$ cat src/common/proc_consts.svh
/* Shared encodings for the 16-bit pipelined core: opcodes, funct codes,
   ALU operation codes, destination selects and memory depths */
`default_nettype none
`ifndef PROC_CONSTS_SVH
`define PROC_CONSTS_SVH

`define PROC_IMEM_DEPTH 256
`define PROC_DMEM_DEPTH 256

`define OP_HALT  5'b00000
`define OP_NOP   5'b00001
`define OP_J     5'b00100
`define OP_JAL   5'b00110
`define OP_ADDI  5'b01000
`define OP_BEQZ  5'b01100
`define OP_BNEZ  5'b01101
`define OP_ST    5'b10000
`define OP_LD    5'b10001
`define OP_LBI   5'b11000
`define OP_RTYPE 5'b11011   // ADD/SUB/XOR/AND by funct

`define FN_ADD 2'b00
`define FN_SUB 2'b01
`define FN_XOR 2'b10
`define FN_AND 2'b11

`define ALU_ADD  3'd0
`define ALU_SUB  3'd1
`define ALU_AND  3'd2
`define ALU_XOR  3'd3
`define ALU_PASS 3'd4   // Pass B, used by LBI
`define ALU_LINK 3'd5   // Pass A, carries PC+1 for JAL

`define DEST_RS  2'd0
`define DEST_RDR 2'd1
`define DEST_R7  2'd2
`define DEST_RDI 2'd3

`endif
`default_nettype wire

$ cat src/common/isaPkg.sv
/* Machine-level types: data words, instruction words and instruction fields.
   Imported by every stage of the core */
`default_nettype none

package isaPkg;

    typedef logic [15:0] word_t;      // Data value or address
    typedef logic [15:0] instr_t;     // Raw instruction
    typedef logic [2:0]  regAddr_t;   // R0..R7
    typedef logic [4:0]  opcode_t;    // Bits 15:11
    typedef logic [1:0]  funct_t;     // Bits 1:0 of R-type
    typedef logic [7:0]  imemAddr_t;  // Instruction memory index

endpackage

`default_nettype wire

$ cat src/rtl/memory.sv
/* Memory stage. Data memory with combinational read and clocked write,
   then the MEM/WB register */
`timescale 1ns/1ps
`include "proc_consts.svh"
`default_nettype none

module memory import isaPkg::*; (
    input  logic     clk,
    input  logic     reset,
    input  word_t    memAluOut,
    input  word_t    memStoreData,
    input  logic     memEn,
    input  logic     memWr,
    input  logic     memToReg,
    input  logic     memRegWrite,
    input  logic     memHalt,
    input  regAddr_t memDest,
    input  logic     memValid,
    output word_t    wbAluOut,
    output word_t    wbMemOut,
    output logic     wbMemToReg,
    output logic     wbRegWrite,
    output logic     wbHalt,
    output regAddr_t wbDest,
    output logic     wbValid
);

    word_t dmem [`PROC_DMEM_DEPTH];
    word_t readData;

    assign readData = dmem[memAluOut[7:0]];         // Low address byte

    always_ff @(posedge clk) begin
        if (memValid && memEn && memWr) begin
            dmem[memAluOut[7:0]] <= memStoreData;
        end
    end

    always_ff @(posedge clk) begin
        if (reset) begin
            wbValid    <= 1'b0;
            wbRegWrite <= 1'b0;
            wbHalt     <= 1'b0;
        end else begin
            wbValid    <= memValid;
            wbRegWrite <= memRegWrite;
            wbHalt     <= memHalt;
        end
    end

    always_ff @(posedge clk) begin
        wbAluOut   <= memAluOut;
        wbMemOut   <= readData;
        wbMemToReg <= memToReg;
        wbDest     <= memDest;
    end

endmodule
`default_nettype wire

$ cat config.mk
export PLATFORM = sky130hd
export DESIGN_NAME = memory
export DESIGN_NICKNAME = d
export VERILOG_FILES = /design/src/common/isaPkg.sv /design/src/rtl/memory.sv
export VERILOG_INCLUDE_DIRS = /design/src /design/src/common
export SDC_FILE = /design/constraint.sdc
export NUM_CORES = 2
export LEC_CHECK = 0
export ABC_CLOCK_PERIOD_IN_PS = 2700
export BUFFER_PORTS_ARGS = -buffer_cell sky130_fd_sc_hd__buf_2
export CORE_ASPECT_RATIO = 1.5
export CORE_MARGIN = 3
export CORE_UTILIZATION = 25
export DETAILED_ROUTE_END_ITERATION = 10
export GPL_TIMING_DRIVEN = 0
export PLACE_DENSITY_LB_ADDON = 0.3
export REMOVE_ABC_BUFFERS = 1
export SLEW_MARGIN = 20
export SYNTH_ARGS = -nofsm -noshare
export SYNTH_HDL_FRONTEND = slang
export SYNTH_SLANG_ARGS = --single-unit
$ cat constraint.sdc
create_clock -name clk -period 2.7 [get_ports clk]
set_input_delay 0.27 -clock clk [delete_from_list [all_inputs] [get_ports clk]]
set_output_delay 0.27 -clock clk [all_outputs]
set_load 0.02 [all_outputs]
---- Yosys cells after proc, flatten, opt, wreduce, memory -nomap -nowiden ----
Memory sizes are Yosys's and may differ from the RTL's. A register that Yosys moved wholly into a read port is not among the register bits.
Cells that the tools add are included.
cells by class
  muxes and demuxes ....................... 2
  reductions and logical operators ........ 2
operator list
  operator           number
  logical AND 1 bit  2
  2-to-1 mux 1 bit   2
word-level totals
  flip-flop bits (word level) ............. 23
  memory bits (writable) .................. 4096
  word-level logic and storage cells ...... 11
  memories ................................ 1
memories
  name  depth  width  rd ports  clocked after memory_dff  write ports  line          source
  dmem  256    16     1         1                         1            memory.sv:28  word_t dmem [`PROC_DMEM_DEPTH];

---- Logic depth before layout (Yosys ltp) ----
  depth after elaboration ................. 4
  mapped depth ............................ 9

---- Worst setup path before layout ----
OpenSTA, ideal clock, no wires.
  path kind ............................... in2reg
  start ................................... input port memAluOut[1]
  end ..................................... memory dmem[182][0] (netlist bit), enable pin
  setup time .............................. 388 ps
  arrival time ............................ 2488 ps
  slack ................................... -176 ps
  stages on the path ...................... 9
  buffers on the path ..................... 5
  cells stage by stage .................... buf_2 > buf_2 > buf_4 > buf_2 > inv_1 > nor3_1 > nand2_1 > buf_2 > nor2_1
RTL lines
  what             line          source
  start, declared  memory.sv:10  input word_t memAluOut,
  end, declared    memory.sv:28
No word-level cell before the write port.

==> run metrics <==
Fin Setup TNS -4863 ps; Final WS setup -402.2 ps; wl on met1 roughly 170000 um; vias per inst 4.664; GRT Total Usage between 10 and 15%; Top Metal Used met4; initial antenna violation count 19; Syn Std Cell Area approximately 160000 sq um; total gr overflow 0; Final ANT Viol Nets 0; Worst Setup Path Type in -> reg; boundary pin count 82; CP dominant cell by count buf_16; placer congestion estimate 0.7321; Leak 0.05743 uW; DP Cell Count around 15000; ys flop type edfxtp_1; slew margin rel. approximately 27%; CP peak stage delay 620 ps; routed vias 74230; Final period util 114.9%; PD cells 696.3 nW/um^2; worst slew pin tran 1087 ps; Syn Inst Count 6732; achievable frequency about 320 MHz; clk slew on worst S/H paths 50 ps; CTS H-tree depth 5; Die Footprint 632400 sq um; peak supply drop about 0.00053 V; RSZ-0062 raised after global routing yes; met3 WL post-DR 22020 um; clock skew 68.91 ps; Worst-Skew Late Latency just over 1000 ps; initial DRC count roughly 6600; Post-synth top cells edfxtp_1 (4096), mux4_2 (1024), a22oi_1 (512); fin crit period 3102 ps; Core Area 620100 sq um; CP max-delay cell nand4_1; nets between 7000 and 8000; data arrival time of the critical path approximately 3700 ps; synth unique cells 21; largest net degree at the start of global routing 117; register area share after synthesis between 70% and 80%; WL final roughly 460000 um; Max Cap Viol 0; crit end category flop; vias in the first global route 78040; Async S/R FF share, synth 0%; met2 WL 243100 um; max-slew violation count 0; clk sinks 4135; Initial DRT Pass Iterations 6; global-route wire length before repair roughly 630000 um; DRC viols 0; Final Hold Fails 0; Area Overhead vs Synth 22.67%; worst-path maximum fanout 55; final cell count without fillers 15920; Starting Density between 20% and 30%; dpl hpwl 265200 um; Placement Setup Slack -5846 ps; Hold WC Path Type in -> reg; die extent in x 650.3 um; Die Y approximately 1000 um; port bufs 81; Clock Path Buffers 4; layout cell share with drive strength beyond 1 approximately 36%; row count 354; status finished, violations left; number of synthesis warnings 0; count leader, synth edfxtp_1; Synth top area share 79.01%; WL/cell 28.72 um; post-synth top area cell edfxtp_1; CP Cell Sequence buf_16 -> buf_16 -> buf_16 -> mux4_2 -> a22oi_2 -> a21oi_4 -> o41ai_4 -> nand4_1; root buffer cell clkbuf_16; Hold WS 147.8 ps; Syn Area/Cell roughly 23 sq um; Num CTS Buffers 396; EDFF count, synth 4096; failing checks negative setup slack; TritonCTS clock tree yes; Synth Register Bits 4135; CP startpoint kind input port; cells taking the most area after synthesis edfxtp_1 (79%), mux4_2 (15%), a22oi_1 (2.5%); Setup Viol. Count Final 114; Required @ worst endpoint 3280 ps
-- power breakdown --
part           switching (uW)  internal (uW)
Clock                   24600          30200
Sequential               54.3          70600
Combinational            4630           2840
Total                   29300         104000
-- metal layers --
| metal | vias to the layer above | track usage (%) |
|---|---|---|
| met5 | - | 0 |
| met4 | 0 | 5.889 |
| met3 | 689 | 1.796 |
| met2 | 2178 | 25.77 |
| met1 | 40910 | 16.34 |
| li1 | 30450 | - |
-- sequential cells by signal (all words and copies together), names as in the netlist --
signal      count
dmem         4096
wbAluOut       16
wbMemOut       16
wbDest          3
wbHalt          1
wbMemToReg      1
wbRegWrite      1
wbValid         1
-- cells by family after synthesis --
group                  synth area share [%]
flip-flops                            79.52
multiplexers                          14.82
AO/OA/AOI/OAI                         3.652
buffers and inverters                 1.172
AND/OR/NAND/NOR                      0.8440
-- worst max-delay path: cells and delay by family --
family / cells / cell delay, ps
buf+inv: 3 / 880
simple gates: 1 / 620
compound gates: 3 / 1190
mux: 1 / 390
-- cell usage in the layout, fill, tap and decap left out, types with 4 or more instances in the layout --
cell / n
edfxtp_1: 4096
mux4_2: 1024
clkbuf_16: 413
a22oi_1: 381
nor2_4: 173
a21oi_1: 160
a22oi_2: 131
buf_16: 125
buf_4: 122
clkbuf_1: 109
buf_8: 104
buf_6: 91
nor2_2: 86
clkinv_1: 80
a21oi_2: 73
buf_12: 71
buf_2: 68
clkinv_2: 55
dlygate4sd3_1: 54
dfxtp_1: 39
o41ai_2: 37
bufbuf_16: 30
bufinv_16: 28
a21oi_4: 23
o41ai_4: 22
nand2_4: 18
nand4_1: 16
inv_6: 12
nand2_2: 10
diode_2: 9
clkinv_16: 8
clkinv_8: 6
inv_16: 6
clkbuf_8: 6
nor2b_4: 5
o41ai_1: 5
clkinvlp_4: 5
nor3_4: 4
inv_8: 4
-- repair_timing --
item,in CTS,in global routing
setup buffers,34,111
gates cloned,55,14
hold buffers,54,0
setup endpoints to repair,4112,1523
hold endpoints to repair,1328,0
pin swaps,71,110
resized for setup,270,154
-- cell type report --
type,instances,area [sq um]
Antenna cell,9,22.52
Clock buffer,514,10480
Clock inverter,206,2079
Fill cell,59030,429100
Inverter,2,7.507
Multi-Input combinational cell,2183,33760
Sequential cell,4135,123800
Tap cell,8188,10240
Timing Repair Buffer,679,10570
-- through the flow --
| stage | util [%] | instance area [sq um] | power [uW] |
|---|---|---|---|
| after global routing | 30.79 | 190900 | 136900 |
| final | 30.79 | 190900 | 133000 |
| after global placement | 26.53 | 164500 | 82270 |
| after CTS | 30.43 | 188700 | 134200 |
| after detailed placement | 27.77 | 172200 | 78520 |
| after floorplan | - | 153800 | 74440 |
-- path summary, 6_finish.rpt --
| check | from | end | slack (ps) | cells after the start |
|---|---|---|---|---|
| setup / recovery | memAluOut[1] | wbMemOut[11]$_DFF_P_ | -400 | 8 |
| hold / removal | memAluOut[2] | wbAluOut[2]$_DFF_P_ | 150 | 2 |
| setup reg to reg | dmem[191][11]$_DFFE_PP_ | wbMemOut[11]$_DFF_P_ | -370 | 5 |
| hold reg to reg | dmem[110][14]$_DFFE_PP_ | wbMemOut[14]$_DFF_P_ | 1040 | 5 |
No activity file was read; power rests on OpenSTA's default activity.
