[config.mk]
export PLATFORM = sky130hd
export DESIGN_NAME = decode
export DESIGN_NICKNAME = d
export VERILOG_FILES = /design/src/common/isaPkg.sv /design/src/common/pipePkg.sv /design/src/decode/decode.sv
export VERILOG_INCLUDE_DIRS = /design/src /design/src/common
export SDC_FILE = /design/constraint.sdc
export NUM_CORES = 1
export LEC_CHECK = 0
export BUFFER_PORTS_ARGS = -buffer_cell sky130_fd_sc_hd__buf_2
export CORE_MARGIN = 1
export CORE_UTILIZATION = 45
export CTS_CLUSTER_SIZE = 40
export DETAILED_ROUTE_END_ITERATION = 10
export PLACE_DENSITY = 0.68
export RECOVER_POWER = 100
export REMOVE_ABC_BUFFERS = 1
export SLEW_MARGIN = 0
export SYNTH_ARGS = -nofsm -noshare
export SYNTH_HDL_FRONTEND = slang
export SYNTH_SLANG_ARGS = --single-unit
[constraint.sdc]
create_clock -name clk -period 3.8 [get_ports clk]
set_input_delay 0.38 -clock clk [delete_from_list [all_inputs] [get_ports clk]]
set_output_delay 0.38 -clock clk [all_outputs]
set_load 0.1 [all_outputs]
[src/common/proc_consts.svh]
/* Shared encodings for the 16-bit pipelined core: opcodes, funct codes,
   ALU operation codes, destination selects and memory depths */
`default_nettype none
`ifndef PROC_CONSTS_SVH
`define PROC_CONSTS_SVH

`define PROC_IMEM_DEPTH 256
`define PROC_DMEM_DEPTH 256

`define OP_HALT  5'b00000
`define OP_NOP   5'b00001
`define OP_J     5'b00100
`define OP_JAL   5'b00110
`define OP_ADDI  5'b01000
`define OP_BEQZ  5'b01100
`define OP_BNEZ  5'b01101
`define OP_ST    5'b10000
`define OP_LD    5'b10001
`define OP_LBI   5'b11000
`define OP_RTYPE 5'b11011   // ADD/SUB/XOR/AND by funct

`define FN_ADD 2'b00
`define FN_SUB 2'b01
`define FN_XOR 2'b10
`define FN_AND 2'b11

`define ALU_ADD  3'd0
`define ALU_SUB  3'd1
`define ALU_AND  3'd2
`define ALU_XOR  3'd3
`define ALU_PASS 3'd4   // Pass B, used by LBI
`define ALU_LINK 3'd5   // Pass A, carries PC+1 for JAL

`define DEST_RS  2'd0
`define DEST_RDR 2'd1
`define DEST_R7  2'd2
`define DEST_RDI 2'd3

`endif
`default_nettype wire

[src/common/isaPkg.sv]
/* Machine-level types: data words, instruction words and instruction fields.
   Imported by every stage of the core */
`default_nettype none

package isaPkg;

    typedef logic [15:0] word_t;      // Data value or address
    typedef logic [15:0] instr_t;     // Raw instruction
    typedef logic [2:0]  regAddr_t;   // R0..R7
    typedef logic [4:0]  opcode_t;    // Bits 15:11
    typedef logic [1:0]  funct_t;     // Bits 1:0 of R-type
    typedef logic [7:0]  imemAddr_t;  // Instruction memory index

endpackage

`default_nettype wire

[src/common/pipePkg.sv]
/* Pipeline control types: destination select, ALU operation and the
   fetch state machine */
`default_nettype none

package pipePkg;

    typedef logic [1:0] destSel_t;    // Rs, Rd-R, R7, Rd-I
    typedef logic [2:0] aluOp_t;      // See ALU_* codes

    // Fetch sequencing
    typedef enum logic [1:0] {
        LOAD,
        RUN,
        HALTED
    } fetchState_t;

endpackage

`default_nettype wire

[src/decode/decode.sv]
/* Decode stage. Control decode, write-through register file, immediates,
   branch resolution with one delay slot, and the ID/EX register */
`timescale 1ns/1ps
`include "proc_consts.svh"
`default_nettype none

module decode import isaPkg::*, pipePkg::*; (
    input  logic     clk,
    input  logic     reset,
    input  instr_t   ifInstr,
    input  word_t    ifPcNext,
    input  logic     ifValid,
    input  logic     wbEn,
    input  regAddr_t wbAddr,
    input  word_t    wbData,
    output logic     branchTaken,
    output word_t    branchTarget,
    output logic     haltSeen,
    output word_t    exRsVal,
    output word_t    exRtVal,
    output word_t    exImm,
    output aluOp_t   exAluOp,
    output logic     exAluSrcImm,
    output logic     exMemEn,
    output logic     exMemWr,
    output logic     exMemToReg,
    output logic     exRegWrite,
    output logic     exHalt,
    output regAddr_t exDest,
    output logic     exValid,
    output logic     illegalOp
);

    opcode_t  opcode;
    funct_t   funct;
    regAddr_t rsAddr;
    regAddr_t rtAddr;
    regAddr_t rdAddr;
    word_t    regs [8];
    word_t    rsVal;
    word_t    rtVal;
    word_t    imm;
    aluOp_t   aluOp;
    destSel_t destSel;
    regAddr_t destAddr;
    logic     aluSrcImm;
    logic     memEn;
    logic     memWr;
    logic     memToReg;
    logic     regWrite;
    logic     isHalt;
    logic     illegal;
    logic     takeBranch;

    assign opcode = ifInstr[15:11];
    assign rsAddr = ifInstr[10:8];
    assign rtAddr = ifInstr[7:5];
    assign rdAddr = ifInstr[4:2];
    assign funct  = ifInstr[1:0];

    // Same-cycle writeback is visible to the read
    assign rsVal = (wbEn && wbAddr == rsAddr) ? wbData : regs[rsAddr];
    assign rtVal = (wbEn && wbAddr == rtAddr) ? wbData : regs[rtAddr];

    always_ff @(posedge clk) begin
        if (wbEn) begin
            regs[wbAddr] <= wbData;
        end
    end

    always_comb begin
        imm        = {{11{ifInstr[4]}}, ifInstr[4:0]};  // 5-bit form unless overridden
        aluOp      = `ALU_ADD;
        aluSrcImm  = 1'b0;
        memEn      = 1'b0;
        memWr      = 1'b0;
        memToReg   = 1'b0;
        regWrite   = 1'b0;
        destSel    = `DEST_RS;
        isHalt     = 1'b0;
        illegal    = 1'b0;
        takeBranch = 1'b0;
        case (opcode)
            `OP_NOP: ;                                  // Idle slot
            `OP_HALT: isHalt = 1'b1;
            `OP_ADDI: begin
                aluSrcImm = 1'b1;
                regWrite  = 1'b1;
                destSel   = `DEST_RDI;
            end
            `OP_LBI: begin
                imm       = {{8{ifInstr[7]}}, ifInstr[7:0]};
                aluOp     = `ALU_PASS;
                aluSrcImm = 1'b1;
                regWrite  = 1'b1;
            end
            `OP_LD: begin
                aluSrcImm = 1'b1;                       // Rs + offset
                memEn     = 1'b1;
                memToReg  = 1'b1;
                regWrite  = 1'b1;
                destSel   = `DEST_RDI;
            end
            `OP_ST: begin
                aluSrcImm = 1'b1;
                memEn     = 1'b1;
                memWr     = 1'b1;                       // Data comes from Rt field
            end
            `OP_BEQZ: begin
                imm        = {{8{ifInstr[7]}}, ifInstr[7:0]};
                takeBranch = (rsVal == 16'd0);
            end
            `OP_BNEZ: begin
                imm        = {{8{ifInstr[7]}}, ifInstr[7:0]};
                takeBranch = (rsVal != 16'd0);
            end
            `OP_J: begin
                imm        = {{5{ifInstr[10]}}, ifInstr[10:0]};
                takeBranch = 1'b1;
            end
            `OP_JAL: begin
                imm        = {{5{ifInstr[10]}}, ifInstr[10:0]};
                takeBranch = 1'b1;
                aluOp      = `ALU_LINK;
                regWrite   = 1'b1;
                destSel    = `DEST_R7;
            end
            `OP_RTYPE: begin
                regWrite = 1'b1;
                destSel  = `DEST_RDR;
                case (funct)
                    `FN_ADD: aluOp = `ALU_ADD;
                    `FN_SUB: aluOp = `ALU_SUB;
                    `FN_XOR: aluOp = `ALU_XOR;
                    default: aluOp = `ALU_AND;
                endcase
            end
            default: illegal = 1'b1;                    // Behaves as NOP
        endcase
    end

    always_comb begin
        case (destSel)
            `DEST_RS:  destAddr = rsAddr;
            `DEST_RDR: destAddr = rdAddr;
            `DEST_R7:  destAddr = 3'd7;
            default:   destAddr = rtAddr;               // Rd-I
        endcase
    end

    assign branchTaken  = ifValid & takeBranch;
    assign branchTarget = ifPcNext + imm;               // Relative to delay slot
    assign haltSeen     = ifValid & isHalt;
    assign illegalOp    = ifValid & illegal;

    // ID/EX strobes
    always_ff @(posedge clk) begin
        if (reset) begin
            exValid    <= 1'b0;
            exRegWrite <= 1'b0;
            exMemEn    <= 1'b0;
            exMemWr    <= 1'b0;
            exHalt     <= 1'b0;
        end else begin
            exValid    <= ifValid;
            exRegWrite <= ifValid & regWrite;
            exMemEn    <= ifValid & memEn;
            exMemWr    <= ifValid & memWr;
            exHalt     <= ifValid & isHalt;
        end
    end

    // ID/EX payload
    always_ff @(posedge clk) begin
        exRsVal     <= (aluOp == `ALU_LINK) ? ifPcNext : rsVal;  // JAL link value
        exRtVal     <= rtVal;
        exImm       <= imm;
        exAluOp     <= aluOp;
        exAluSrcImm <= aluSrcImm;
        exMemToReg  <= memToReg;
        exDest      <= destAddr;
    end

endmodule
`default_nettype wire

Word level (Yosys, flattened, before mapping)
Memories as Yosys holds them, arrays and structs flattened. A register that Yosys moved wholly into a read port is not among the register bits.
Cells that the tools add are included.
{"block": "totals", "regBits": 45, "ramBits": 128, "output_inout_bits": 80, "elab_cells": 65, "n_memories": 1}
{"block": "op_classes", "add_sub_neg": 1, "eq_ne": 16, "mux": 17, "n_bitwise": 6, "n_reduce_logical": 13}
{"name": "regs", "words": 8, "word_bits": 16, "rd": 2, "rd_clocked_by_memory_dff": 1, "write_ports": 1, "line_no": "decode.sv:39", "rtl": "word_t regs [8];"}
{"op": "16-bit 2-to-1 mux", "count": 2}
{"op": "16-bit case mux with 2 select lines", "count": 1}
{"op": "5-bit == test (second input constant)", "count": 4}
{"op": "3-bit case mux with 3 select lines", "count": 2}
{"op": "16-bit adder", "count": 1}
{"op": "16-bit zero test", "count": 1}
{"op": "16-bit nonzero test", "count": 1}
{"op": "5-bit by 4-bit == test with 1-bit output (second input constant)", "count": 3}
{"op": "2-bit case mux with 3 select lines", "count": 2}
{"op": "11-bit OR reduction", "count": 1}
{"op": "5-bit by 3-bit == test with 1-bit output (second input constant)", "count": 2}
{"op": "1-bit 2-to-1 mux", "count": 9}
{"op": "1-bit bitwise AND", "count": 6}
{"op": "2-bit OR reduction", "count": 3}
{"op": "5-bit by 1-bit == test with 1-bit output (second input constant)", "count": 1}
{"op": "5-bit zero test", "count": 1}
{"op": "5-bit OR reduction", "count": 1}
{"op": "2-bit by 1-bit == test with 1-bit output (second input constant)", "count": 2}
{"op": "2-bit == test (second input constant)", "count": 2}
{"op": "2-bit zero test", "count": 2}
{"op": "4-bit OR reduction", "count": 1}
{"op": "3-bit == test", "count": 1}
{"op": "3-bit == test (second input constant)", "count": 1}
{"op": "1-bit case mux with 3 select lines", "count": 1}
{"op": "other kinds (2)", "count": 2}

Logic depth before layout (Yosys ltp)
{"block": "depth", "word_depth": 6, "mapped_depth": 13}

Worst setup path after synthesis
No wires, ideal clock.
{"block": "synth_path", "kind": "input -> output", "start": "in ifInstr[11]", "end": "out branchTarget[14]", "arrival_time_ps": 6237, "required_ps": 3420, "path_slack_ps": -2817, "stages": 12, "cell_sequence": "buf_2 nor2_1 o21a_1 a31oi_1 mux2_2 ha_1 or2_2 a21oi_1 a21oi_1 a311oi_1 nor2_1 o311ai_0"}
{"block": "synth_via", "elab_chain_cells": 4, "word_cells_on_any_way": 9, "cone_classes": "add/sub (1); eq/ne (5); mux (1); reduce/logical (2)"}
{"element": "start, declared", "line_no": "decode.sv:10", "rtl": "input instr_t ifInstr,"}
{"element": "5-bit by 4-bit == test with 1-bit output (tied with other cells)", "line_no": "decode.sv:83", "rtl": "case (opcode)"}
{"element": "3-bit OR reduction (no line) or 2-bit OR reduction (tied branches)"}
{"element": "16-bit case mux with 2 select lines (*)", "line_no": "decode.sv:83"}
{"element": "via imm[5]", "line_no": "decode.sv:42", "rtl": "word_t imm;"}
{"element": "16-bit adder (*)", "line_no": "decode.sv:152", "rtl": "assign branchTarget = ifPcNext + imm;"}
{"element": "end, declared", "line_no": "decode.sv:17", "rtl": "output word_t branchTarget,"}
Mark *: on every way through the listed nets, which the timed path passes. The rest lies on a longest branch.

Worst setup path in the final report
{"block": "layout_path", "start": "in ifInstr[14]", "end": "out branchTarget[15]"}
Same word-level chain as after synthesis.

==> flow_summary.yaml <==
clock_tree:
  cts_root_buf: "clkbuf_16"
  cts_made_buffers: 17
  hold_buffers: 0
  cts-htree-levels: 4
  clk_pin_slew_worst_paths_ps: 60
  insertion_delay_ps: 430
  cts_max_path_buffers: 2
  cts_tree: "built"
  cts.sinks: 171
worst_setup_path:
  regToRegStartpoint: "regs[2][2]$_DFFE_PP_"
  worstRegToRegCells: 4
  critPathRequiredTime_ps: 3420
  crit_path_end: "branchTarget[15]"
  cp.arrival_ps: 3370
  crit_fanout: 5
  crit_path_start: "ifInstr[14]"
  reg2reg_to: "exRsVal[2]$_DFF_P_"
  start_kind: "input pin"
  rrSetupSlack_ps: 2000
  cp-end-kind: "output port"
  crit_type: "in2out"
timing:
  worst_slack_ps: 45.6
  relSlewSlack_pct: 19.8
  tightestPinTransition_ps: 1200
  fmax_mhz: 266
  finClkSkew_ps: 9.39
  hold_viol: 0
  rsz0062_at_grt: "true"
  hold-worst-slack_ps: 128
  layout_worst_path_cycle_share_pct: 98.8
  setup_viol: 0
  min_period_ps: 3750
  final_max_slew_viol_count: 0
layout:
  area_growth_syn_to_layout_pct: 23.4
  drive_above_1_share_pct: 40.1
  layout_common_cells: "edfxtp_1 (128), buf_2 (100), mux4_2 (50)"
  final_common_cell: "edfxtp_1"
  fin_nets: 766
  fillers: 1419
yosys:
  syn_inst: 533
  synth_top_area_share_pct: 46.3
  synth_top_cell_by_area: "edfxtp_1"
  ys_top_cells_by_area: "edfxtp_1 (46%), mux4_2 (14%), dfxtp_1 (10%)"
  synth_area_um2: 8310
  async_flop_share_pct: 0
  ys_seq_area_share_pct: 56.6
  synth.avg_cell_area_um2: 15.6
  synth.distinct_cells: 49
  synth-seq-cells: 171
  synth-main-ff-cell: "edfxtp_1"
  yosys_warnings: 0
  synth_edf_count: 128
placement:
  gp_congestion: 0.823
  place_ws_ps: -103
  port_buffers: 134
  hpwl_um: 13800
route:
  viasPerCell: 5.83
  antenna_left: 0
  drc: 0
  drtPass1Iterations: 4
  drt_iter0_markers: 302
  via_count: 5447
  post_drt_wl_per_cell_um: 22.3
  routed_wl_um: 20800
power:
  p_sw_mw: 1.88
  seq_power_share_pct: 39.5
  p_int_mw: 3.51
  power_density_nw_per_um2: 526
  p_leak_nw: 3.88
  combPwrFrac_pct: 29.3
  ir_drop_v: 0.000505
  clkPwrFrac_pct: 31.3
  p_sw_share_pct: 34.9
job:
  cap_violations: 0
global_route:
  grt_pass1_vias: 5577
  grt_max_degree: 35
  grt_util_all_layers_pct: 22.8
  grt_pass1_wl_um: 31100
  antenna_found_initial: 1
  overflow: 0
die:
  ios: 135
  start_util_pct: 46.1
  rows: 49
  fp.dieArea_um2: 19000
  die_h_um: 138
  core_um2: 18000
  die_w_um: 138
worst_hold_path:
  hp-class: "in2reg"
status:
  status: "finished, final reports clean"
-- worst min path at each step --
stage                             endpoint  slack, ps       start  cells past startpoint
final                     exImm[3]$_DFF_P_        130  ifInstr[3]                      1
after global routing      exImm[3]$_DFF_P_        110  ifInstr[3]                      1
after CTS                 exImm[3]$_DFF_P_         80  ifInstr[3]                      1
after detailed placement  exImm[3]$_DFF_P_        530  ifInstr[3]                      1
after global placement    exImm[3]$_DFF_P_        530  ifInstr[3]                      1
after floorplan                   register        410  ifInstr[5]                      0
-- stage by stage --
stage	power, mW	setup TNS (ps)	instance area, µm²	cells	utilization, %
finish	5.39	0	10300	935	56.9
global route	5.55	-81.3	10300	935	56.9
CTS	5.39	0	10200	933	56.5
detailed placement	3.71	-103	9580	902	53.2
global placement	3.69	-97.2	9580	902	53.2
floorplan	3.27	-10480	8110	501	-
-- cells in the mapped netlist (4+ instances only) --
library cell,count
inv_1,10
nand4_1,5
mux4_2,50
nor2b_1,10
nor2_1,28
nand2b_1,9
mux2_2,35
buf_6,4
o21a_1,4
nor3_1,11
o21ai_0,22
ha_1,17
xnor2_1,14
buf_1,4
mux2i_1,20
buf_4,7
dfxtp_1,43
mux4_1,14
clkbuf_1,15
a21oi_1,14
nand2_1,27
edfxtp_1,128
and3_1,4
-- layout make-up --
class | instances | area [µm²] | area share (%)
Antenna cell | 1 | 2.50 | 0.0244
Clock buffer | 20 | 437 | 4.26
Clock inverter | 11 | 120 | 1.17
Inverter | 10 | 37.5 | 0.366
Multi-Input combinational cell | 320 | 3530 | 34.5
Sequential cell | 171 | 4710 | 45.9
Tap cell | 229 | 287 | 2.80
Timing Repair Buffer | 173 | 1130 | 11.0
-- kinds of logic (layout without fill, tap and decap cells) --
family | count (synthesis) | count (layout) | share of synthesized area [%]
AND/OR/NAND/NOR | 108 | 108 | 6.48
AO/OA/AOI/OAI | 58 | 58 | 4.35
multiplexers | 119 | 119 | 25.1
other | 0 | 1 | 0
buffers and inverters | 42 | 214 | 2.79
XOR/XNOR | 17 | 17 | 1.79
flip-flops | 171 | 171 | 56.6
adder cells (fa/ha/maj) | 18 | 18 | 2.80
-- what timing repair did --
item                                   CTS  global route
resized for setup                        4            19
setup endpoints to repair                1             4
pin swaps                                0             8
setup buffers                            0             1
endpoints found under the hold margin    0             0
-- power by group through the flow --
stage                     clock network (mW)  logic (mW)  registers (mW)
after floorplan                            0       0.795            2.47
after CTS                               1.70        1.56            2.13
after global routing                    1.78        1.64            2.14
after global placement                     0        1.52            2.16
final                                   1.68        1.58            2.13
after detailed placement                   0        1.54            2.17
-- routing by layer --
layer / global-route usage [%] / vias up / share of wire [%]
met2: 38.1 / 242 / 49
met5: 0 / - / 0
met4: 7.25 / 0 / 1.2
li1: - / 2430 / -
met1: 29.3 / 2754 / 42
met3: 5.67 / 21 / 7.8
-- flip-flops by register name (all words and copies together), names as in the netlist, named ones only --
register and flops:
exDest 3, exMemWr 1, exHalt 1, exAluOp 3, exMemToReg 1, exRsVal 16, exMemEn 1, exAluSrcImm 1
exValid 1, regs 128, exImm 11, exRegWrite 1
-- critical path, cell delays in order --
cell and delay [ps]:
buf_6 100, nor2b_4 110, o21a_1 190, a31oi_1 150, buf_4 170, mux2_4 320, ha_4 260, o2111a_1 130
a221oi_2 230, buf_4 170, a211oi_4 50, a41o_1 240, o41ai_2 370, xnor2_1 160, bufbuf_16 330
Note: power is estimated with default switching activity, not from simulation.
