**src/common/proc_consts.svh**
```systemverilog
/* Shared encodings for the 16-bit pipelined core: opcodes, funct codes,
   ALU operation codes, destination selects and memory depths */
`default_nettype none
`ifndef PROC_CONSTS_SVH
`define PROC_CONSTS_SVH

`define PROC_IMEM_DEPTH 256
`define PROC_DMEM_DEPTH 256

`define OP_HALT  5'b00000
`define OP_NOP   5'b00001
`define OP_J     5'b00100
`define OP_JAL   5'b00110
`define OP_ADDI  5'b01000
`define OP_BEQZ  5'b01100
`define OP_BNEZ  5'b01101
`define OP_ST    5'b10000
`define OP_LD    5'b10001
`define OP_LBI   5'b11000
`define OP_RTYPE 5'b11011   // ADD/SUB/XOR/AND by funct

`define FN_ADD 2'b00
`define FN_SUB 2'b01
`define FN_XOR 2'b10
`define FN_AND 2'b11

`define ALU_ADD  3'd0
`define ALU_SUB  3'd1
`define ALU_AND  3'd2
`define ALU_XOR  3'd3
`define ALU_PASS 3'd4   // Pass B, used by LBI
`define ALU_LINK 3'd5   // Pass A, carries PC+1 for JAL

`define DEST_RS  2'd0
`define DEST_RDR 2'd1
`define DEST_R7  2'd2
`define DEST_RDI 2'd3

`endif
`default_nettype wire

```
**src/common/isaPkg.sv**
```systemverilog
/* Machine-level types: data words, instruction words and instruction fields.
   Imported by every stage of the core */
`default_nettype none

package isaPkg;

    typedef logic [15:0] word_t;      // Data value or address
    typedef logic [15:0] instr_t;     // Raw instruction
    typedef logic [2:0]  regAddr_t;   // R0..R7
    typedef logic [4:0]  opcode_t;    // Bits 15:11
    typedef logic [1:0]  funct_t;     // Bits 1:0 of R-type
    typedef logic [7:0]  imemAddr_t;  // Instruction memory index

endpackage

`default_nettype wire

```
**src/common/pipePkg.sv**
```systemverilog
/* Pipeline control types: destination select, ALU operation and the
   fetch state machine */
`default_nettype none

package pipePkg;

    typedef logic [1:0] destSel_t;    // Rs, Rd-R, R7, Rd-I
    typedef logic [2:0] aluOp_t;      // See ALU_* codes

    // Fetch sequencing
    typedef enum logic [1:0] {
        LOAD,
        RUN,
        HALTED
    } fetchState_t;

endpackage

`default_nettype wire

```
**src/rtl/execute.sv**
```systemverilog
/* Execute stage. ALU with register or immediate B operand, followed by
   the EX/MEM register */
`timescale 1ns/1ps
`include "proc_consts.svh"
`default_nettype none

module execute import isaPkg::*, pipePkg::*; (
    input  logic     clk,
    input  logic     reset,
    input  word_t    exRsVal,
    input  word_t    exRtVal,
    input  word_t    exImm,
    input  aluOp_t   exAluOp,
    input  logic     exAluSrcImm,
    input  logic     exMemEn,
    input  logic     exMemWr,
    input  logic     exMemToReg,
    input  logic     exRegWrite,
    input  logic     exHalt,
    input  regAddr_t exDest,
    input  logic     exValid,
    output word_t    memAluOut,
    output word_t    memStoreData,
    output logic     memEn,
    output logic     memWr,
    output logic     memToReg,
    output logic     memRegWrite,
    output logic     memHalt,
    output regAddr_t memDest,
    output logic     memValid
);

    word_t opB;
    word_t aluOut;

    assign opB = exAluSrcImm ? exImm : exRtVal;

    always_comb begin
        case (exAluOp)
            `ALU_ADD:  aluOut = exRsVal + opB;
            `ALU_SUB:  aluOut = exRsVal - opB;      // Rs minus Rt
            `ALU_AND:  aluOut = exRsVal & opB;
            `ALU_XOR:  aluOut = exRsVal ^ opB;
            `ALU_PASS: aluOut = opB;                // LBI
            `ALU_LINK: aluOut = exRsVal;            // PC+1 from decode
            default:   aluOut = '0;
        endcase
    end

    always_ff @(posedge clk) begin
        if (reset) begin
            memValid    <= 1'b0;
            memEn       <= 1'b0;
            memWr       <= 1'b0;
            memRegWrite <= 1'b0;
            memHalt     <= 1'b0;
        end else begin
            memValid    <= exValid;
            memEn       <= exMemEn;
            memWr       <= exMemWr;
            memRegWrite <= exRegWrite;
            memHalt     <= exHalt;
        end
    end

    always_ff @(posedge clk) begin
        memAluOut    <= aluOut;
        memStoreData <= exRtVal;
        memToReg     <= exMemToReg;
        memDest      <= exDest;
    end

endmodule
`default_nettype wire

```
**config.mk**
```make
export PLATFORM = sky130hd
export DESIGN_NAME = execute
export DESIGN_NICKNAME = d
export VERILOG_FILES = /design/src/common/isaPkg.sv /design/src/common/pipePkg.sv /design/src/rtl/execute.sv
export VERILOG_INCLUDE_DIRS = /design/src /design/src/common
export SDC_FILE = /design/constraint.sdc
export NUM_CORES = 1
export LEC_CHECK = 0
export ABC_AREA = 1
export BUFFER_PORTS_ARGS = -buffer_cell sky130_fd_sc_hd__buf_2
export CORE_ASPECT_RATIO = 1.5
export CORE_MARGIN = 1.5
export CORE_UTILIZATION = 30
export CTS_CLUSTER_DIAMETER = 100
export DETAILED_ROUTE_END_ITERATION = 6
export PLACE_DENSITY = 0.52
export SLEW_MARGIN = 20
export SYNTH_ARGS = -nofsm -noshare
export SYNTH_HDL_FRONTEND = slang
export SYNTH_SLANG_ARGS = --single-unit
```
**constraint.sdc**
```tcl
create_clock -name clk -period 4.1 [get_ports clk]
set_input_delay 0 -clock clk [delete_from_list [all_inputs] [get_ports clk]]
set_output_delay 0 -clock clk [all_outputs]
set_load 0.01 [all_outputs]
```
## Word-level counts from Yosys, hierarchy flattened

Cells that the tools add are included.

| cells by class | value |
|---|---|
| add/sub/neg operators | 2 |
| multiply operators | 0 |
| div/mod/pow operators | 0 |
| magnitude comparators | 0 |
| equal/unequal tests | 5 |
| shift-type cells | 0 |
| mux-type cells | 2 |
| bitwise operators | 2 |
| reductions and logical operators | 1 |

Operators with widths:

| operator | number |
|---|---|
| one-hot mux 16 bit (6 select lines) | 1 |
| adder 16 bit | 1 |
| bitwise AND 16 bit | 1 |
| 2-to-1 mux 16 bit | 1 |
| subtractor 16 bit | 1 |
| XOR 16 bit | 1 |
| == test 3 x 2 -> 1 bit (second input constant) | 2 |
| == test 3 bit (second input constant) | 2 |
| == test 3 x 1 -> 1 bit (second input constant) | 1 |
| logical NOT 3 bit | 1 |

| word-level totals | value |
|---|---|
| register bits | 41 |
| latch bits | 0 |
| memory bits (writable) | 0 |
| memory bits (read-only) | 0 |
| bits of input ports | 63 |
| output and inout bits | 41 |
| word-level logic and storage cells | 21 |
| memories | 0 |

## Logic depth before layout (Yosys ltp)

Gate-level depths: netlist of run 1.

| logic depth | value |
|---|---|
| depth after elaboration | 3 |
| depth in mapped cells | 24 |
| depth with buffers taken out | 23 |

## Worst setup path after synthesis of run 1

Ideal clock, no wire load.

| path | value |
|---|---|
| path type | input to register |
| start point | input exAluSrcImm |
| end point | register memAluOut[15] |
| arrival | 2.235 ns |
| path slack | 1.744 ns |
| cell stages on the path | 22 |
| path through | buf_6 -> inv_8 -> nand2_1 -> nand2_1 -> inv_1 -> ha_1 -> inv_1 -> nor2_1 -> nand2_1 -> nor2_2 -> nand3_2 -> nand2_2 -> nand2_1 -> xor2_1 -> ha_1 -> a21oi_1 -> a21boi_0 -> nand2_1 -> a21oi_1 -> nand3_1 -> nand3_1 -> nand2_1 |

| between the ends | value |
|---|---|
| cells in the longest elaborated chain, start to end | 3 |
| elaborated cells between the ends (all ways) | 6 |
| those cells by class | add/sub: 2; mux: 2; bitwise: 2 |

Ends and longest elaborated chain:

| what | line | source |
|---|---|---|
| start: declaration | execute.sv:14 | `input logic exAluSrcImm,` |
| 2-to-1 mux 16 bit (*) | execute.sv:36 | `assign opB = exAluSrcImm ? exImm : exRtVal;` |
| subtractor 16 bit (tied with other cells) | execute.sv:41 | `` `ALU_SUB: aluOut = exRsVal - opB; `` |
| one-hot mux 16 bit (6 select lines) (*) | execute.sv:39 | `case (exAluOp)` |
| net aluOut[15] | execute.sv:34 | `word_t aluOut;` |
| end signal: assignment | execute.sv:67 | `memAluOut <= aluOut;` |
| end: declaration | execute.sv:22 | `output word_t memAluOut,` |

The timed path passes the listed nets; every way through them passes the cells marked *.
A chain may end at the register's enable or synchronous reset.

## Worst setup path after layout of run 1

| path | value |
|---|---|
| start point | input exRtVal[0] |
| end point | register memAluOut[15] |

| between the ends | value |
|---|---|
| cells in the longest elaborated chain, start to end | 3 |
| elaborated cells between the ends (all ways) | 4 |
| those cells by class | add/sub: 2; mux: 2 |

Ends and longest elaborated chain:

| what | line | source |
|---|---|---|
| start: declaration | execute.sv:11 | `input word_t exRtVal,` |
| 2-to-1 mux 16 bit (*) | execute.sv:36 |  |
| subtractor 16 bit or adder 16 bit (tied branches) | execute.sv:41, execute.sv:40 |  |
| one-hot mux 16 bit (6 select lines) (*) | execute.sv:39 |  |
| net aluOut[15] | execute.sv:34 |  |

Marks and branches as above.

==> results of run 1 <==
through the flow:
stage | utilization [%] | setup WS [ns] | std cells | instance area (um^2) | hold WS [ns]
after floorplan | - | 1.74 | 451 | 3140 | 0.0277
after global routing | 41.2 | 0.796 | 701 | 4180 | 0.0525
after CTS | 41.2 | 1.20 | 701 | 4180 | 0.0115
final | 41.2 | 1.19 | 701 | 4180 | 0.0111
after global placement | 36.8 | 1.12 | 663 | 3730 | 0.102
after detailed placement | 36.8 | 1.07 | 663 | 3730 | 0.104
registers in the layout, summed over array words and instances, names as in the netlist:
name	cells
memAluOut	16
memDest	3
memEn	1
memHalt	1
memRegWrite	1
memStoreData	16
memToReg	1
memValid	1
memWr	1
where the power goes:
group	internal (W)	switching, W	leakage [nW]
registers	0.000437	0.00000841	0.345
clock network	0.000227	0.000181	0.0738
logic	0.000187	0.000283	1.92
total	0.000851	0.000472	2.34
per-layer routing:
| metal | part of all wire, % | vias to the layer above | GRT usage, % |
|---|---|---|---|
| met4 | 3.3 | 0 | 8.06 |
| met5 | 0 | - | 0 |
| met3 | 3.3 | 16 | 2.70 |
| li1 | - | 1721 | - |
| met2 | 55 | 78 | 37.1 |
| met1 | 38 | 1507 | 18.3 |
critical path: cells and delay by family:
kind / cells / cell delay, ns
AOI/OAI and AO/OA: 3 / 0.54
adders and majority gates: 2 / 0.45
buffers and inverters: 4 / 0.79
and+or+nand+nor: 12 / 1.12
xor gates and xnor gates: 1 / 0.19
cells in the mapped netlist, types with 5 or more instances:
| master | count |
|---|---|
| a21oi_1 | 19 |
| a221oi_1 | 7 |
| a22oi_1 | 8 |
| dfxtp_1 | 41 |
| ha_1 | 32 |
| inv_1 | 83 |
| nand2_1 | 114 |
| nand2_2 | 16 |
| nand3_1 | 19 |
| nand4_1 | 5 |
| nor2_1 | 18 |
| o2111ai_1 | 5 |
| o21ai_0 | 24 |
| xor2_1 | 14 |
cell families (layout without fill, tap and decap cells):
family | count (synthesis) | in the layout
simple gates | 190 | 190
buf+inv | 93 | 226
compound gates | 78 | 78
flops | 41 | 41
fa+ha+maj | 33 | 33
xor+xnor | 16 | 16
what timing repair did:
action,4_1_cts,5_1_grt
hold buffers,30,0
setup endpoints to repair,0,0
endpoints found under the hold margin,25,0
layout make-up:
type	count	share of cell area, %
multi-input combinational	317	46.0
sequential	41	19.6
timing repair buffer	133	19.5
inverter	85	7.82
tap	117	3.50
clock buffer	5	2.99
clock inverter	3	0.539
cells in the final DEF, fill, tap and decap left out, drive strengths merged, types with 7 or more instances in the layout:
cell	synthesis	layout
a21oi	19	19
buf	5	103
dlygate4sd3	0	30
dfxtp	41	41
nand2	133	133
inv	85	85
xor2	14	14
nor2	22	22
nand3	22	22
a22oi	8	8
ha	32	32
o21ai	26	26
a221oi	7	7
worst paths after layout:
kind,end,slack (ns),depth (start not counted)
max,memAluOut[15],1.19,22
min,memAluOut[0],0.01,3
==> results.toml, run 1 <==
[route]
ant_nets = 0
firstDrtPassIters = 4
num_vias = 3322
wl_um = 10000
viasPerCell = 4.74
first_iter_violations = 167
routedWlPerCell_um = 14.3
route.detailed.drc = 0

[floorplanning]
die_area_um2 = 11100
rows = 45
fp.dieW_um = 86.5
ios = 104
coreArea_um2 = 10100
die_h_um = 128
start_util_pct = 30.9

[logic_synthesis]
syn_avg_cell_area_um2 = 6.95
yosys_warnings = 0
synth_cells = 451
synth-main-ff-cell = "dfxtp_1"
yosys.area_share.xor_xnor_pct = 4.47
muxShareOfSynthArea_pct = 0
synthTopCellsByArea = "dfxtp_1 26%, nand2_1 14%, ha_1 13%"
synth_top_area_share_pct = 26.2
async_reset_ff_share_pct = 0
synth_top_family_by_area = "simple AND/OR/NAND/NOR gates"
synth_compound_area_share_pct = 15.7
synth_area_um2 = 3140
synth_edf_count = 0
synth-seq-cells = 41
synth_area_leader_cell = "dfxtp_1"
synthAdderAreaFrac_pct = 13.4
ys_types = 37
synthesis.nets = 547
synth-seq-area-share_pct = 26.2
synth_simple_gate_area_share_pct = 27.7

[worst_setup_path]
path_class = "in2reg"
critPathLaunch = "exRtVal[0]"
crit_top_cell = "nand2_1"
arrival_ns = 3.10
worstPathMaxFanout = 6
cpPeakStageDelay_ns = 0.53
path_cells = "dlygate4sd3_1, buf_2, nand2_1, nand2_1, inv_1, ha_1, inv_1, nor2_1, nand2_1, nor2_2, nand3_2, nand2_2, xor2_1, ha_1, a21oi_1, o21ai_0, nand2_1, nand2_1, a21oi_1, nand3_1, nand3_1, nand2_1"
critPathRequiredTime_ns = 4.28
crit_slowest_cell = "dlygate4sd3_1"
start_kind = "input pin"
critPathCaptureType = "flip-flop"

[grt]
antenna_found_initial = 0
grt_pass1_vias = 3238
grt.overflow.total = 0
grt_max_degree = 18
globalRouteTotalUtil_pct = 18.6
grt_pass1_wl_um = 15800

[placed_design]
place_congestion = 0.886
port_buffers = 103
dp_hpwl_um = 7820

[cts]
h-tree-depth = 2
postCtsResizedCells = 0
cts_tree = "yes"
cts_root_buf = "clkbuf_16"
cts_buffers = 5
cts_max_path_buffers = 2
post_cts_buffers = 0
cts_num_sinks = 41
clk_pin_slew_ns = 0.07

[timing]
setup_tns_ns = 0
fmax_mhz = 344
rsz0062_at_grt = "no"
final_max_slew_viol_count = 0
finalCritPeriodShare_pct = 71.0
worst_slew_pin_slew_ns = 0.703
hold_violations = 0
period_needed_ns = 2.91
slew_headroom_pct = 53.1
setup_viol = 0

[pwr]
leakage_nw = 2.34
power_w = 0.00132
p_per_area_nw_per_um2 = 317
ir_worst_vdd_v = 0.000136

[flow_run]
timing.max_cap.violations = 0

[finish]
multi_input_comb_area_um2 = 1920
fin_nets = 679
area_growth_pct = 33.2
antenna_cells = 0
regArea_um2 = 821
drive_gt1_share_pct = 24.5
nFillCells = 1119

[status]
status = "completed"

[hold_path]
hold_path_class = "in2reg"
hold_start = "exRsVal[0]"
No activity file was read; power rests on OpenSTA's default activity.
==> run 2, diff against run 1 <==
==> constraint.sdc (replaced) <==
create_clock -name clk -period 3 [get_ports clk]
set_input_delay 0 -clock clk [delete_from_list [all_inputs] [get_ports clk]]
set_output_delay 0 -clock clk [all_outputs]
set_load 0.01 [all_outputs]
==> run 2 against run 1 <==
Effect of this change: highest routed layer unchanged; combinational power rose by 39%; clock power grew 40%; count of clock-buffer cells in the layout stayed put; global-route usage grew 0.25 points.
==> results.toml, run 2 (synthesized netlist as in run 1, its figures left out) <==
[worst_setup_path]
worstPathMaxFanout = 6
critPathRequiredTime_ns = 3.17
worstSetupEndpoint = "memAluOut[8]"
path_class = "in2reg"
start_kind = "input pin"
critPathCaptureType = "flip-flop"
critPathLaunch = "exRtVal[0]"
arrival_ns = 2.94

[timing]
final_max_slew_viol_count = 0
fmax_mhz = 361
slew_headroom_pct = 56.4
period_needed_ns = 2.77
setup_tns_ns = 0
rsz0062_at_grt = "yes"
setup_viol = 0
setup_ws_ns = 0.232
worst_slew_pin_slew_ns = 0.653
finalCritPeriodShare_pct = 92.3
hold_violations = 0

[cts]
cts_root_buf = "clkbuf_16"
clk_pin_slew_ns = 0.06
cts_buffers = 5
h-tree-depth = 2
cts_num_sinks = 41
cts_max_path_buffers = 2
cts_tree = "yes"

[route]
viasPerCell = 4.75
wl_um = 9850
num_vias = 3352
routedWlPerCell_um = 14.0
firstDrtPassIters = 5
route.detailed.drc = 0
first_iter_violations = 133
ant_nets = 0

[floorplanning]
start_util_pct = 30.9
die_area_um2 = 11100
ios = 104
fp.dieW_um = 86.5
coreArea_um2 = 10100
rows = 45
die_h_um = 128

[pwr]
ir_worst_vdd_v = 0.000194
clkPwrFrac_pct = 31.2
leakage_nw = 2.35
p_seq_share_pct = 33.3
internal-power_w = 0.00118
swShare_pct = 35.7
p_per_area_nw_per_um2 = 433
net-switching-power_w = 0.000653
combinationalPowerShare_pct = 35.5

[hold_path]
hold_path_class = "in2reg"
hold_path_depth = 3

[finish]
fin_nets = 683
nFillCells = 1099
area_growth_pct = 34.9
layout_commonest_cell = "nand2_1"
reg_top3 = "memAluOut x16, memStoreData x16, memDest x3"
drive_gt1_share_pct = 25.5
final_cell_mix = "113 x nand2_1, 103 x buf_2, 83 x inv_1"
antenna_cells = 0

[placed_design]
place_congestion = 0.855
port_buffers = 103
dp_hpwl_um = 7670
place_ws_ns = 0.163

[grt]
grt_max_degree = 17
globalRouteTotalUtil_pct = 18.8
grt_pass1_wl_um = 16000
grt_pass1_vias = 3414
antenna_found_initial = 0
grt.overflow.total = 0

[status]
status = "completed"

[flow_run]
timing.max_cap.violations = 0
==> run 2: cell types whose count changed in the layout (fill, tap and decap cells not counted), moves of 2 or more <==
cell / delta
buf_4: +3
a21oi_1: -2
a21oi_2: +2
clkinv_4: -2
inv_6: +2
==> run 2: area by class of cell <==
class | count | area [um^2] | share of cell area, %
Multi-Input combinational cell | 317 | 1940 | 45.8
Inverter | 85 | 327 | 7.72
Clock buffer | 5 | 125 | 2.96
Timing Repair Buffer | 137 | 848 | 20.1
Sequential cell | 41 | 821 | 19.4
Tap cell | 117 | 146 | 3.46
Clock inverter | 3 | 25.0 | 0.592
==> run 2: stage by stage <==
step | area [um^2] | hold WS, ns | instances | util, % | total power (W)
3_5_place_dp | 3740 | 0.104 | 664 | 36.9 | 0.00123
4_1_cts | 4200 | 0.0157 | 703 | 41.4 | 0.00186
2_1_floorplan | 3140 | 0.0277 | 451 | - | 0.00103
3_3_place_gp | 3740 | 0.103 | 664 | 36.9 | 0.00122
5_1_grt | 4230 | 0.0432 | 705 | 41.7 | 0.00197
6_report | 4230 | 0.0166 | 705 | 41.7 | 0.00183
==> run 2: timing repair <==
item,in CTS,in global routing
endpoints found under the setup margin,0,6
hold buffers,31,0
buffers inserted,0,2
hold endpoints to repair,26,0
gates resized for setup,0,6
==> run 2: power by group through the flow <==
| stage | combinational, W | sequential, W | clock [W] |
|---|---|---|---|
| 2_1_floorplan | 0.000374 | 0.000653 | 0 |
| 3_3_place_gp | 0.000602 | 0.000621 | 0 |
| 3_5_place_dp | 0.000609 | 0.000622 | 0 |
| 4_1_cts | 0.000643 | 0.000610 | 0.000603 |
| 5_1_grt | 0.000741 | 0.000614 | 0.000619 |
| 6_report | 0.000650 | 0.000609 | 0.000571 |
==> run 2: worst min path at each step <==
stage          startpoint      endpoint  slack (ns)
2_1_floorplan   exDest[0]    memDest[0]        0.03
3_3_place_gp    exDest[0]    memDest[0]        0.10
3_5_place_dp    exDest[0]    memDest[0]        0.10
4_1_cts        exRsVal[2]  memAluOut[2]        0.02
5_1_grt        exRsVal[2]  memAluOut[2]        0.04
6_report       exRsVal[2]  memAluOut[2]        0.02
==> run 2: worst max-delay path, stage by stage <==
cell and delay [ns]:
dlygate4sd3_1 0.52, buf_2 0.11, nand2_1 0.06, nand2_2 0.12
inv_1 0.05, ha_1 0.26, inv_1 0.05, o21ai_0 0.17
fa_1 0.50, o31ai_1 0.54, a21o_1 0.20, xnor2_1 0.06
o21ai_0 0.28
==> run 2: metal layers <==
metal	GRT usage (%)	routed length, um	vias to the layer above
met5	0	0	-
met4	9.87	412	0
met3	2.32	353	21
met2	37.0	5350	83
met1	18.6	3740	1517
li1	-	-	1731
